[src/hdl/cp0Pkg.sv]
`default_nettype none

package cp0Pkg;

	//////////////////////////////////////////////////
	// Register file map
	//////////////////////////////////////////////////

	// CP0 register numbers, taken from the rd field
	localparam logic [4:0] regSr    = 5'd12;
	localparam logic [4:0] regCause = 5'd13;
	localparam logic [4:0] regEpc   = 5'd14;
	localparam logic [4:0] regPrid  = 5'd15;

	// Processor ID after reset
	localparam logic [31:0] pridValue = 32'h0001_0a31;

	// Status fields
	localparam int srIe   = 0;
	localparam int srExl  = 1;
	localparam int srImLo = 10;
	localparam int srImHi = 15;

	// Cause fields, pending field is six bits wide
	localparam int causeBd   = 31;
	localparam int causeIpLo = 10;

	//////////////////////////////////////////////////
	// Exception codes
	//////////////////////////////////////////////////

	typedef logic [4:0] excCode;

	localparam excCode excNone = 5'd0;
	localparam excCode excAdEL = 5'd4;
	localparam excCode excAdES = 5'd5;
	localparam excCode excRi   = 5'd10;
	localparam excCode excOv   = 5'd12;

	//////////////////////////////////////////////////
	// Instruction encoding
	//////////////////////////////////////////////////

	// Primary opcodes the decoder cares about
	typedef enum logic [5:0] {
		opSpecial = 6'h00,
		opRegimm  = 6'h01,
		opJ       = 6'h02,
		opJal     = 6'h03,
		opBeq     = 6'h04,
		opBne     = 6'h05,
		opBlez    = 6'h06,
		opBgtz    = 6'h07,
		opCop0    = 6'h10
	} opcode;

	// Function and rs sub-codes
	localparam logic [5:0] functJr   = 6'h08;
	localparam logic [5:0] functJalr = 6'h09;
	localparam logic [5:0] functEret = 6'h18;
	localparam logic [4:0] rsMf      = 5'h00;
	localparam logic [4:0] rsMt      = 5'h04;

	typedef enum logic [2:0] {
		clsOther = 3'd0,
		clsMfc0  = 3'd1,
		clsMtc0  = 3'd2,
		clsEret  = 3'd3,
		clsJump  = 3'd4
	} instrClass;

	// Memory-stage request into the register block
	typedef struct packed {
		instrClass   cls;
		logic [4:0]  regNum;
		logic [31:0] data;
	} cp0Access;

endpackage

`default_nettype wire

[src/hdl/timerPkg.sv]
`default_nettype none

package timerPkg;

	//////////////////////////////////////////////////
	// Timer register map
	//////////////////////////////////////////////////

	localparam logic [3:0] addrCtrl   = 4'd0;
	localparam logic [3:0] addrPreset = 4'd4;

	// Control word layout
	localparam int ctrlEnableBit = 0;
	localparam int ctrlModeBit   = 1;

	//////////////////////////////////////////////////
	// Timer types
	//////////////////////////////////////////////////

	typedef enum logic {
		modeOneShot  = 1'b0,
		modePeriodic = 1'b1
	} timerMode;

	typedef enum logic [1:0] {
		stIdle  = 2'd0,
		stLoad  = 2'd1,
		stCount = 2'd2,
		stIrq   = 2'd3
	} timerState;

	// Single-cycle write, no back-pressure
	typedef struct packed {
		logic        strobe;
		logic [3:0]  addr;
		logic [31:0] data;
	} busWrite;

endpackage

`default_nettype wire

[src/hdl/cp0Decode.sv]
`default_nettype none

module cp0Decode (
	input  wire logic [31:0]       instr,
	output cp0Pkg::instrClass      cls
);

	logic [5:0] op;
	logic [4:0] rs;
	logic [5:0] funct;

	// Field split
	assign op    = instr[31:26];
	assign rs    = instr[25:21];
	assign funct = instr[5:0];

	always_comb begin
		cls = cp0Pkg::clsOther;
		case (op)
			cp0Pkg::opCop0: begin
				// CO bit set means a coprocessor operation, not a move
				if (instr[25] && funct == cp0Pkg::functEret) begin
					cls = cp0Pkg::clsEret;
				end else if (rs == cp0Pkg::rsMf) begin
					cls = cp0Pkg::clsMfc0;
				end else if (rs == cp0Pkg::rsMt) begin
					cls = cp0Pkg::clsMtc0;
				end
			end
			cp0Pkg::opSpecial: begin
				// Register jumps
				if (funct == cp0Pkg::functJr || funct == cp0Pkg::functJalr) begin
					cls = cp0Pkg::clsJump;
				end
			end
			// Branches and direct jumps all own a delay slot
			cp0Pkg::opRegimm,
			cp0Pkg::opJ,
			cp0Pkg::opJal,
			cp0Pkg::opBeq,
			cp0Pkg::opBne,
			cp0Pkg::opBlez,
			cp0Pkg::opBgtz: begin
				cls = cp0Pkg::clsJump;
			end
			default: begin
				cls = cp0Pkg::clsOther;
			end
		endcase
	end

endmodule

`default_nettype wire

[src/hdl/cp0Regs.sv]
`default_nettype none

module cp0Regs (
	input  wire logic              clk,
	input  wire logic              reset,
	input  wire cp0Pkg::cp0Access  access,
	input  wire cp0Pkg::instrClass wbClass,
	input  wire logic [31:0]       pc,
	input  wire cp0Pkg::excCode    excCode,
	input  wire logic [5:0]        hwInt,
	output logic [31:0]            readData,
	output logic [31:0]            epc,
	output logic                   excTaken
);

	logic [31:0] sr;
	logic [31:0] cause;
	logic [31:0] epcReg;

	logic isMtc0;
	logic isEret;
	logic wbJump;
	logic intReq;
	logic excSet;

	logic [31:0] srWrite;
	logic [31:0] epcEntry;

	//////////////////////////////////////////////////
	// Request logic
	//////////////////////////////////////////////////

	assign isMtc0 = access.cls == cp0Pkg::clsMtc0;
	assign isEret = wbClass == cp0Pkg::clsEret;
	assign wbJump = wbClass == cp0Pkg::clsJump;

	// Masked lines gated by IE and by EXL
	assign intReq = (|(hwInt & sr[cp0Pkg::srImHi:cp0Pkg::srImLo]))
		&& sr[cp0Pkg::srIe] && !sr[cp0Pkg::srExl];
	assign excSet = excCode != cp0Pkg::excNone;

	// Same cycle as the inputs
	assign excTaken = excSet || intReq;

	// Only mask and the two low control bits survive a move to SR
	always_comb begin
		srWrite = '0;
		srWrite[cp0Pkg::srImHi:cp0Pkg::srImLo] =
			access.data[cp0Pkg::srImHi:cp0Pkg::srImLo];
		srWrite[cp0Pkg::srExl] = access.data[cp0Pkg::srExl];
		srWrite[cp0Pkg::srIe]  = access.data[cp0Pkg::srIe];
	end

	// Delay slot points back at the branch
	assign epcEntry = wbJump ? {pc[31:2] - 30'd1, 2'b00} : {pc[31:2], 2'b00};

	//////////////////////////////////////////////////
	// Read port
	//////////////////////////////////////////////////

	// PRId is read-only
	always_comb begin
		case (access.regNum)
			cp0Pkg::regSr:    readData = sr;
			cp0Pkg::regCause: readData = cause;
			cp0Pkg::regEpc:   readData = epcReg;
			cp0Pkg::regPrid:  readData = cp0Pkg::pridValue;
			default:          readData = '0;
		endcase
	end

	assign epc = epcReg;

	//////////////////////////////////////////////////
	// Register updates
	//////////////////////////////////////////////////

	always_ff @(posedge clk) begin
		if (reset) begin
			sr     <= '0;
			cause  <= '0;
			epcReg <= '0;
		end else begin
			// Pending lines tracked every cycle
			cause[cp0Pkg::causeIpLo +: 6] <= hwInt;
			if (isMtc0) begin
				// Move wins over exception bookkeeping
				case (access.regNum)
					cp0Pkg::regSr:  sr     <= srWrite;
					cp0Pkg::regEpc: epcReg <= access.data;
					default: begin
					end
				endcase
			end else if (isEret) begin
				sr[cp0Pkg::srExl]      <= 1'b0;
				cause[cp0Pkg::causeBd] <= 1'b0;
			end else if (excTaken) begin
				sr[cp0Pkg::srExl]      <= 1'b1;
				cause[cp0Pkg::causeBd] <= wbJump;
				epcReg                 <= epcEntry;
			end
		end
	end

endmodule

`default_nettype wire

[src/hdl/timerControl.sv]
`default_nettype none

module timerControl (
	input  wire logic             clk,
	input  wire logic             reset,
	input  wire timerPkg::busWrite bus,
	input  wire logic             expired,
	output logic                  load,
	output logic                  countEnable,
	output logic                  presetWrite,
	output logic                  irq
);

	timerPkg::timerState state;
	timerPkg::timerState stateNext;
	timerPkg::timerMode  modeReg;
	logic                enableReg;
	logic                ctrlWrite;

	//////////////////////////////////////////////////
	// Bus decode
	//////////////////////////////////////////////////

	assign ctrlWrite   = bus.strobe && bus.addr == timerPkg::addrCtrl;
	assign presetWrite = bus.strobe && bus.addr == timerPkg::addrPreset;

	// Mode and enable, latched on control write
	always_ff @(posedge clk) begin
		if (reset) begin
			modeReg   <= timerPkg::modeOneShot;
			enableReg <= 1'b0;
		end else if (ctrlWrite) begin
			modeReg   <= timerPkg::timerMode'(bus.data[timerPkg::ctrlModeBit]);
			enableReg <= bus.data[timerPkg::ctrlEnableBit];
		end
	end

	//////////////////////////////////////////////////
	// FSM
	//////////////////////////////////////////////////

	always_comb begin
		stateNext = state;
		if (ctrlWrite) begin
			// Any control write restarts or stops
			stateNext = bus.data[timerPkg::ctrlEnableBit] ? timerPkg::stLoad : timerPkg::stIdle;
		end else begin
			case (state)
				timerPkg::stIdle:  stateNext = timerPkg::stIdle;
				timerPkg::stLoad:  stateNext = timerPkg::stCount;
				timerPkg::stCount: begin
					if (expired) begin
						stateNext = timerPkg::stIrq;
					end
				end
				timerPkg::stIrq: begin
					// One-shot holds here until software writes control
					if (modeReg == timerPkg::modePeriodic && enableReg) begin
						stateNext = timerPkg::stLoad;
					end
				end
				default: stateNext = timerPkg::stIdle;
			endcase
		end
	end

	always_ff @(posedge clk) begin
		if (reset) begin
			state <= timerPkg::stIdle;
		end else begin
			state <= stateNext;
		end
	end

	// Counter steering
	assign load        = state == timerPkg::stLoad;
	assign countEnable = state == timerPkg::stCount;
	assign irq         = state == timerPkg::stIrq;

endmodule

`default_nettype wire

[src/hdl/timerCounter.sv]
`default_nettype none

module timerCounter (
	input  wire logic        clk,
	input  wire logic        reset,
	input  wire logic        presetWrite,
	input  wire logic [31:0] presetData,
	input  wire logic        load,
	input  wire logic        countEnable,
	output logic             expired
);

	logic [31:0] preset;
	logic [31:0] count;

	//////////////////////////////////////////////////
	// Preset storage
	//////////////////////////////////////////////////

	// Written straight from the bus
	always_ff @(posedge clk) begin
		if (presetWrite) begin
			preset <= presetData;
		end
	end

	//////////////////////////////////////////////////
	// Down-counter
	//////////////////////////////////////////////////

	always_ff @(posedge clk) begin
		if (reset) begin
			count <= '0;
		end else if (load) begin
			// Load wins over decrement
			count <= preset;
		end else if (countEnable) begin
			count <= count - 32'd1;
		end
	end

	// Last step, so the FSM lands in IRQ with count at zero
	assign expired = countEnable && count == 32'd1;

endmodule

`default_nettype wire

[src/hdl/cp0Subsystem.sv]
`default_nettype none

module cp0Subsystem (
	input  wire logic              clk,
	input  wire logic              reset,
	input  wire logic [31:0]       instrMem,
	input  wire logic [31:0]       instrWb,
	input  wire logic [31:0]       writeData,
	input  wire logic [31:0]       pc,
	input  wire cp0Pkg::excCode    excCode,
	input  wire logic [4:0]        hwIntExt,
	input  wire timerPkg::busWrite timerBus,
	output logic [31:0]            readData,
	output logic [31:0]            epc,
	output logic                   excTaken
);

	cp0Pkg::instrClass memClass;
	cp0Pkg::instrClass wbClass;
	cp0Pkg::cp0Access  access;

	logic       timerIrq;
	logic [5:0] hwInt;
	logic       load;
	logic       countEnable;
	logic       presetWrite;
	logic       expired;

	//////////////////////////////////////////////////
	// Decode both stages
	//////////////////////////////////////////////////

	cp0Decode u_decodeMem (
		.instr (instrMem),
		.cls   (memClass)
	);

	cp0Decode u_decodeWb (
		.instr (instrWb),
		.cls   (wbClass)
	);

	// CP0 register number lives in rd
	assign access.cls    = memClass;
	assign access.regNum = instrMem[15:11];
	assign access.data   = writeData;

	// Timer on line 2, lines 7..3 external
	assign hwInt = {hwIntExt, timerIrq};

	cp0Regs u_cp0Regs (
		.clk      (clk),
		.reset    (reset),
		.access   (access),
		.wbClass  (wbClass),
		.pc       (pc),
		.excCode  (excCode),
		.hwInt    (hwInt),
		.readData (readData),
		.epc      (epc),
		.excTaken (excTaken)
	);

	//////////////////////////////////////////////////
	// Interval timer
	//////////////////////////////////////////////////

	timerControl u_timerControl (
		.clk         (clk),
		.reset       (reset),
		.bus         (timerBus),
		.expired     (expired),
		.load        (load),
		.countEnable (countEnable),
		.presetWrite (presetWrite),
		.irq         (timerIrq)
	);

	timerCounter u_timerCounter (
		.clk         (clk),
		.reset       (reset),
		.presetWrite (presetWrite),
		.presetData  (timerBus.data),
		.load        (load),
		.countEnable (countEnable),
		.expired     (expired)
	);

endmodule

`default_nettype wire

[config.mk]
export PLATFORM = sky130hd
export DESIGN_NAME = cp0Subsystem
export DESIGN_NICKNAME = d
export VERILOG_FILES = /design/src/hdl/cp0Pkg.sv /design/src/hdl/timerPkg.sv /design/src/hdl/cp0Decode.sv /design/src/hdl/cp0Regs.sv /design/src/hdl/timerControl.sv /design/src/hdl/timerCounter.sv /design/src/hdl/cp0Subsystem.sv
export SDC_FILE = /design/constraint.sdc
export NUM_CORES = 1
export LEC_CHECK = 0
export BUFFER_PORTS_ARGS = -buffer_cell sky130_fd_sc_hd__buf_2
export CORE_MARGIN = 2
export CORE_UTILIZATION = 50
export DETAILED_ROUTE_END_ITERATION = 10
export PLACE_DENSITY_LB_ADDON = 0.12
export SYNTH_ARGS = -nofsm -noshare
export SYNTH_HDL_FRONTEND = slang
export SYNTH_SLANG_ARGS = --single-unit
[constraint.sdc]
create_clock -name clk -period 3.4 [get_ports clk]
set_clock_uncertainty 0.2 [all_clocks]
set_input_delay 0.68 -clock clk [delete_from_list [all_inputs] [get_ports clk]]
set_output_delay 0.68 -clock clk [all_outputs]
set_load 0.005 [all_outputs]
==> results of run 1 <==
report_power, final:
part           leakage [nW]  internal (mW)  total, mW  switching [mW]
Clock                 0.291           1.22       1.88           0.656
Combinational          2.16          0.302      0.698           0.397
Sequential            0.969           1.46       1.51          0.0443
final cells by class:
type	count	area share [%]
antenna	1	0.0306
clock buffer	18	5.25
clock inverter	14	2.27
inverter	16	0.735
multi-input combinational	583	42.3
sequential	115	32.1
tap	172	2.63
timing repair buffer	226	14.7
worst paths after layout:
path                                    end  depth (start not counted)
setup / recovery                   excTaken                          5
hold / removal    u_timerCounter.preset[16]                          1
setup reg to reg    u_timerControl.state[0]                          6
hold reg to reg           u_cp0Regs.epc[10]                          2
state kept, by name, summed over array words and instances, names as in the netlist:
register / flops
u_timerControl.enableReg: 1
u_cp0Regs.sr: 8
u_timerControl.state: 2
u_timerCounter.count: 32
u_timerControl.modeReg: 1
u_cp0Regs.cause: 7
u_cp0Regs.epc: 32
u_timerCounter.preset: 32
cell families (layout without fill, tap and decap cells):
group	after synthesis	count (layout)	synth area share, %
other cells	0	1	0
simple gates	339	339	27.1
buf+inv	66	274	5.00
xor+xnor	21	21	2.88
fa+ha+maj	7	7	1.37
compound gates	210	210	21.6
flops	115	115	41.1
mux	6	6	0.942
stage by stage:
stage	cell area (um2)	setup WS [ps]	hold WS (ps)	utilization [%]	total power, mW
final	8170	459	234	65.3	4.08
after detailed placement	7550	219	261	60.3	2.21
after global routing	8170	220	213	65.3	4.24
after global placement	7550	227	257	60.3	2.19
after CTS	8170	485	220	65.3	4.09
after floorplan	6380	539	244	-	1.96
worst max-delay path: stages (launching register included):
cell      delay, ps
dfxtp_1         340
ha_1            270
a22oi_1         270
a311oi_1        190
or3_1           420
buf_2           160
cell usage in the layout, fill, tap and decap left out, types with 3 or more instances in the layout:
cell type,count
or4_1,11
a22oi_1,20
o21ai_0,41
clkinv_1,4
nor4_1,9
and3_1,22
a21o_1,5
nor3_1,29
nor2_1,81
or3_1,12
a32o_1,10
a31oi_1,5
nand2b_1,3
o31ai_1,7
mux2i_1,6
nor2b_1,9
xor2_1,18
buf_2,204
o211ai_1,4
nor4b_1,4
nand4_1,11
a21oi_1,65
buf_4,21
inv_1,16
edfxtp_1,32
bufinv_16,4
nand2_1,98
nor4_4,3
a22o_1,14
a211o_1,10
nand3_1,27
nand4b_1,3
ha_1,7
clkbuf_16,17
xnor2_1,3
dfxtp_1,83
a211oi_1,13
per-layer routing:
layer	global-route usage (%)	wire length [um]	part of all wire, %	vias up
li1	-	-	-	3207
met1	39.4	8990	44	3213
met4	9.57	478	2.4	0
met3	7.52	1610	7.9	38
met5	0	0	0	-
met2	47.6	9160	45	305
==> run metrics, run 1 <==
Starting Density 51.0%; ANT nets after route 0; final setup fails 0; number of fillers in the final layout about 1,100; number of port buffers 204; DRT iter0 DRCs 697; core area 12,500 um2; Area Growth Syn to Fin 28.1%; final hold violations 0; Setup Fix Bufs, Post-CTS 0; post_cts resized 0; RSZ-0062 raised after global routing false; critical path class flop to primary output; Synth cell types 62; total grt overflow 0; Vias slightly below 7,000; Worst setup SP type flop; fraction of layout cells with a size suffix above 1 27.5%; max_cap viols 0; top cells by count, synth nand2_1, dfxtp_1, nor2_1, a21oi_1, o21ai_0; worst r2r src u_timerCounter.count[12]; post-synthesis sequential area ratio just over 40%; crit path max fanout 5; Vias/cell 5.91; EDFF count, synth 32; vias in the first global route ~6,300; #FFs+latches synth 115; Pleak 3.42 nW; CTS tree built; Max VDD drop 0.357 mV; clock period minus worst slack between 2000 and 3000 ps; Mapped Nets around 950; hold_buf cts 0; Syn Area/Cell 8.35 um2; RD Place Congestion 0.913; outcome finished clean; most frequent cell after synthesis nand2_1; worst slew pin tran 776 ps; post-DP HPWL around 14 mm; total track usage a little under 30%; # IOs 242; sequential cell area 2620 um2; DIE HEIGHT 117 um; latest clock arrival within the worst-skew pair roughly 420 ps; largest net degree at the start of global routing 60; fin crit share just under 90%; Rows 41; final non-filler cell total 1,145; Main synth FF type dfxtp_1; placed insts 1,112; hold wc startpoint timerBus[16]; Setup crit end kind primary output; total CTS buffers 17; Ys Warns 0; DRC 0; r2r setup slk 490 ps; area occupied by multi-input gates 3460 um2; cell area after synthesis ~6400 um2; Yosys top cell by area dfxtp_1; # nets final 1,143; Clock transition at path regs ~60 ps; HP Class primary input to flop; Bufs on Longest Clock Path 2; die width 117 um; Gate Count Post-Synth 764; fmax 340 MHz; drt total wl 20.2 mm; Pins Over Slew Limit 0; global-route wire length before repair 31.1 mm; CP arrival about 2100 ps; crit path launch u_timerControl.state[0]; H-tree depth 4; root buffer cell clkbuf_16; Slew HR a little under half; synth top area cells dfxtp_1, edfxtp_1, nand2_1; router iterations before antenna repair 6; Power Density about 500 nW/um2; Die ar. 13,700 um2; wire per inst 17.7 um; clock sinks 115; asr flop ratio synth 0%; Worst EP required 2520 ps; setup TNS 0 ps; initial antenna violation count 1; area share of the largest cell type after synthesis 26.0%
(Power assumes the default switching activity.)
==> run 2, diff against run 1 <==
Settings changed: ABC_AREA set to 1, CORE_UTILIZATION 50 to 51, PLACE_DENSITY set to 0.92, PLACE_DENSITY_LB_ADDON 0.12 to unset.
==> run 2 against run 1 <==
Compared with the run above:
- register-to-register slack improved by 650 ps
- flip-flop and latch count stayed put
- utilization decreased by 1.1 points
- worst hold slack better by 4.6 ps
- synthesized cell count increased by 37%
- total power up 44%
- non-clock buffer count is 8 lower
- critical endpoint is now readData[13]
- cell count grew 26%
- die area increased by 9.9%
- routed wire length up 8.2%
==> run metrics, run 2 <==
outcome finished clean; #FFs+latches synth 115 (unchanged); DRT iter0 DRCs 679 (-2.6%); Vias 7,831 (+16%); final hold violations 0 (unchanged); Clock transition at path regs 50 ps (about the same); setup TNS 0 ps (unchanged); worst slew pin tran 970 ps (+194 ps); total track usage 29.4% (-0.23 points); Main synth FF type dfxtp_1; Die ar. 15,000 um2 (+9.9%); EDFF count, synth 32 (unchanged); vias in the first global route 7,356 (+17%); hold_buf cts 0 (unchanged); Max VDD drop 0.446 mV (+25%); total CTS buffers 17 (unchanged); FF-to-FF path depth 8 (+2); RSZ-0062 raised after global routing false; Setup crit end kind primary output; total power 5.88 mW (+44%); Ys Warns 0 (unchanged); synth top area cells dfxtp_1, edfxtp_1, nand2_1; HP Class primary input to flop; Worst setup SP type primary input; Gate Count Post-Synth 1,046 (+37%); DIE HEIGHT 123 um (+4.8%); Starting Density 51.9% (+0.92 points); end of the worst register-to-register path u_timerCounter.count[6]; Rows 43 (+4.9%); Slew HR 35.2% (-13 points); Power Density 663 nW/um2 (+33%); Worst EP required 2520 ps (about the same); clock sinks 115 (unchanged); CP arrival 1800 ps (-260 ps); number of port buffers 210 (+2.9%); cell area after synthesis 7170 um2 (+12%); fraction of layout cells with a size suffix above 1 25.4% (-2.1 points); area occupied by multi-input gates 3890 um2 (+13%); global-route wire length before repair 34.6 mm (+11%); leading cell types in the layout, fill and taps excluded nand2_1, buf_2, nor2_1; Synth cell types 51 (-18%); core area 13,800 um2 (+10%); max_cap viols 0 (unchanged); # IOs 242 (unchanged); wire per inst 15.2 um (-14%); ANT nets after route 0 (unchanged); worst r2r src u_timerControl.state[0]; Syn Area/Cell 6.86 um2 (-18%); crit path max fanout 14 (+9); Setup Fix Bufs, Post-CTS 0 (unchanged); # nets final 1,431 (+25%); latest clock arrival within the worst-skew pair 410 ps (about the same); design area 8870 um2 (+8.6%); Area Growth Syn to Fin 23.7%; Pins Over Slew Limit 0 (unchanged); initial antenna violation count 1 (unchanged); CTS tree built; fin crit share 78.8% (-7.7 points); Yosys top cell by area dfxtp_1; post_cts resized 0 (unchanged); Bufs on Longest Clock Path 2 (unchanged); clock period minus worst slack 2680 ps (-261 ps); critical path class primary input to primary output; most common cell after layout, fill and taps aside nand2_1; crit path launch instrMem[14]; DRC 0 (unchanged); Pleak 4.25 nW (+24%); CP endpoint readData[13]; most frequent cell after synthesis nand2_1; total grt overflow 0 (unchanged); H-tree depth 4 (unchanged); top cells by count, synth nand2_1, nor2_1, inv_1, dfxtp_1, a21oi_1; post-DP HPWL 16.1 mm (+12%); largest net degree at the start of global routing 53 (-12%); sequential cell area 2620 um2 (unchanged); hold wc startpoint timerBus[22]; asr flop ratio synth 0% (unchanged); router iterations before antenna repair 7 (+1); RD Place Congestion 0.977 (+7.1%); area share of the largest cell type after synthesis 23.2% (-2.9 points); drt total wl 21.9 mm (+8.2%); placed cell area 8310 um2 (+10%); die width 123 um (+4.8%); Mapped Nets 1,230 (+30%); number of fillers in the final layout 1,185 (+6.6%); fmax 373 MHz (+9.8%); post-synthesis sequential area ratio 36.6% (-4.6 points); root buffer cell clkbuf_16; Vias/cell 5.43 (-8.1%); r2r setup slk 1140 ps (+650 ps); final setup fails 0 (unchanged)
run 2: routing by layer:
layer | vias to the layer above | track usage (%) | routed length [um]
met5 | - | 0 | 0
li1 | 3832 | - | -
met3 | 43 | 6.27 | 2220
met4 | 0 | 11.2 | 422
met2 | 396 | 49.9 | 10600
met1 | 3560 | 36.6 | 8670
run 2: cells by family after synthesis:
| kind of cell | synth area share (%) |
|---|---|
| and+or+nand+nor | 34.9 |
| AOI/OAI and AO/OA | 15.5 |
| buffers and inverters | 9.24 |
| DFF | 36.6 |
| xor gates and xnor gates | 2.56 |
| adders and majority gates | 1.22 |
run 2: worst min-delay path by stage:
| stage | endpoint | slack (ps) | cells after the start |
|---|---|---|---|
| 5_1_grt | u_timerCounter.preset[3] | 230 | 1 |
| 3_5_place_dp | u_timerControl.enableReg | 260 | 2 |
| 4_1_cts | u_timerCounter.preset[22] | 230 | 1 |
| 2_1_floorplan | u_timerControl.enableReg | 240 | 2 |
| 3_3_place_gp | u_timerControl.enableReg | 250 | 2 |
| 6_report | u_timerCounter.preset[22] | 240 | 1 |
run 2: cell type report:
class	instances	area share (%)
timing repair buffer	218	12.5
clock inverter	11	0.945
tap	180	2.54
clock buffer	21	5.32
antenna	2	0.0564
multi-input combinational	775	43.9
inverter	120	5.20
sequential	115	29.6
run 2: worst max-delay path: stages:
cell,delay [ps]
buf_2,80
nand2_1,60
nor2_1,130
nand2_1,100
inv_1,380
nand2_1,90
o211ai_1,130
buf_2,150
run 2: through the flow:
stage | worst slack (ps) | util (%) | std cells | hold slack (ps)
after floorplan | 588 | - | 1046 | 241
after global placement | 784 | 60.1 | 1408 | 254
after detailed placement | 740 | 60.1 | 1408 | 260
after CTS | 731 | 64.1 | 1440 | 228
after global routing | 662 | 64.1 | 1440 | 227
final | 720 | 64.2 | 1442 | 238
run 2: power by group:
part           leakage, nW  switching (mW)  internal, mW
clock network        0.276           0.609          1.05
logic                 3.00            1.60         0.943
registers            0.969           0.136          1.54
total                 4.25            2.35          3.53
==> run 3, diff against run 2 <==
Settings changed: ABC_AREA 1 to 0, CORE_UTILIZATION 51 to 45, PLACE_DENSITY 0.92 to 0.88.
Clock period 3.4 ns to 2.3 ns, I/O delays scaled along.
==> run 3 against run 2 <==
Compared with the run above:
- the run now ends with setup timing left
- critical path depth decreased by 1
- global-route usage decreased by 1.0 points
- die area increased by 0.75%
- register-to-register slack got worse by 1300 ps
- count of clock-buffer cells in the layout increased by 1
- sequential power increased by 33%
- total power increased by 5.6%
- via count decreased by 4.7%
- critical endpoint is now u_timerCounter.count[24]
- largest cell class unchanged
==> run metrics, run 3 (same netlist as run 1, synthesis figures left out) <==
Starting Density 46.0% (-5.9 points); clock period minus worst slack around 2500 ps; # diodes 0 (-2); global-route wire length before repair 33.7 mm (-2.7%); Pleak 4.00 nW (-5.8%); number of port buffers 204 (-2.9%); CTS tree built; RSZ-0062 raised after global routing true; total grt overflow 0 (unchanged); ANT nets after route 0 (unchanged); core area 13,900 um2 (+0.39%); FF-to-FF path depth 7 (-1); crit path max fanout 8 (-6); total CTS buffers 17 (unchanged); clock sinks 115 (unchanged); placed cell area 8390 um2 (+0.96%); wire per inst 17.9 um (+18%); largest net degree at the start of global routing 48 (-9.4%); outcome finished, violations left; DRC 0 (unchanged); Die ar. 15,100 um2 (+0.75%); # nets final 1,251 (-13%); initial antenna violation count 2 (+1); latest clock arrival within the worst-skew pair 420 ps (about the same); wl on met1 9.03 mm (+4.2%); hold wc startpoint timerBus[15]; RD Place Congestion 0.987 (+1.0%); final hold violations 0 (unchanged); vias in the first global route 6,924 (-5.9%); met3 WL 2.33 mm (+4.8%); Post-Route Hold Slack 18.2 ps (-220 ps); Pins Over Slew Limit 0 (unchanged); Worst EP required 2400 ps (-120 ps); HP Class primary input to flop; placed insts 1,217 (-14%); router iterations before antenna repair 5 (-2); Rows 43 (unchanged); Max VDD drop 0.666 mV (+49%); Vias 7,463 (-4.7%); fraction of layout cells with a size suffix above 1 38.1% (+13 points); end of the worst register-to-register path u_timerCounter.count[24]; final worst slack -170 ps (-890 ps); total track usage 28.4% (-1.0 points); CP arrival 2570 ps (+770 ps); final setup fails 13 (+13); post-DP HPWL 15.8 mm (-1.8%); worst r2r src u_timerCounter.count[15]; Setup crit end kind flop; Area Growth Syn to Fin 45.1%; drt total wl 22.5 mm (+2.8%); Worst setup SP type flop; leading cell types in the layout, fill and taps excluded buf_2, buf_4, nand2_1; r2r setup slk -170 ps (-1310 ps); WHS Endpoint u_timerCounter.preset[15]; # IOs 242 (unchanged); H-tree depth 4 (unchanged); number of fillers in the final layout 1,088 (-8.2%); top sig layer met5; Power Density 671 nW/um2 (+1.2%); most common cell after layout, fill and taps aside buf_2; max_cap viols 0 (unchanged); final non-filler cell total 1,260 (-13%); Slew HR 67.8% (+33 points); setup TNS -1130 ps (-1130 ps); Clock transition at path regs 50 ps (about the same); final core occ 66.7% (+2.5 points); DRT iter0 DRCs 817 (+20%); failing checks setup timing; hold_buf cts 0 (unchanged); worst hold stages 1 (unchanged); root buffer cell clkbuf_16; Vias/cell 5.92 (+9.1%); DIE HEIGHT 123 um (+0.38%); die width 123 um (+0.38%); Bufs on Longest Clock Path 2 (unchanged); fin crit share 107%; worst slew pin tran 479 ps (-491 ps); design area 9250 um2 (+4.3%); met2 WL 10.4 mm (-1.6%); critical path class flop to flop; fmax between 400 and 500 MHz
-- run 3: cell types whose count changed in the layout (fill, tap and decap cells not counted), sizes merged, moves of 17 or more --
cell / change
nand2: -153
buf: +115
nor2: -108
inv: -101
nand3: -32
a21oi: -29
o21ai: -24
and3: +20
a22oi: +19
nor3: +18
o211ai: -17
-- run 3: stage by stage --
step                power (mW)  worst slack (ps)
floorplan                 2.92              -298
global placement          3.41              -496
detailed placement        3.45              -575
CTS                       6.14              -159
global route              6.43              -202
finish                    6.21              -170
-- run 3: area by class of cell --
type / instances / area, um2 / area share (%)
multi-input combinational: 583 / 3650 / 39.4
sequential: 115 / 2630 / 28.4
timing repair buffer: 334 / 2100 / 22.7
clock buffer: 22 / 485 / 5.25
tap: 180 / 225 / 2.43
clock inverter: 10 / 105 / 1.14
inverter: 16 / 60.1 / 0.649
-- run 3: per-layer routing --
layer,GRT usage (%),vias to the layer above
li1,-,3427
met1,37.3,3450
met2,45.2,496
met3,6.78,86
met4,10.9,4
met5,0,-
-- run 3: how the worst max path moves through the flow --
stage                                     to  cells after the start  slack (ps)                     start
floorplan                  u_cp0Regs.epc[31]                      6        -300                    pc[14]
global placement           u_cp0Regs.epc[31]                      7        -500                    pc[14]
detailed placement         u_cp0Regs.epc[31]                      7        -570                    pc[14]
CTS                                 excTaken                      5        -160   u_timerControl.state[1]
global route        u_timerCounter.count[21]                      7        -200  u_timerCounter.count[15]
finish              u_timerCounter.count[24]                      7        -170  u_timerCounter.count[15]
-- run 3: power breakdown --
group / switching, mW / total [mW] / internal (mW)
Sequential: 0.0670 / 2.23 / 2.16
Clock: 0.905 / 2.60 / 1.70
Combinational: 0.700 / 1.37 / 0.674
Total: 1.67 / 6.21 / 4.53
-- run 3: repair_timing --
item,CTS,global route
hold endpoints to repair,0,0
cloned,0,1
buffers inserted,6,4
pin swaps,11,10
setup endpoints to repair,30,57
gates resized for setup,21,31
-- run 3: critical path, stage by stage (launching register included) --
cell	delay, ps
dfxtp_1	320
or4_4	540
or4_4	470
buf_4	170
nor4_4	140
buf_6	170
nand4b_1	110
a32o_1	240
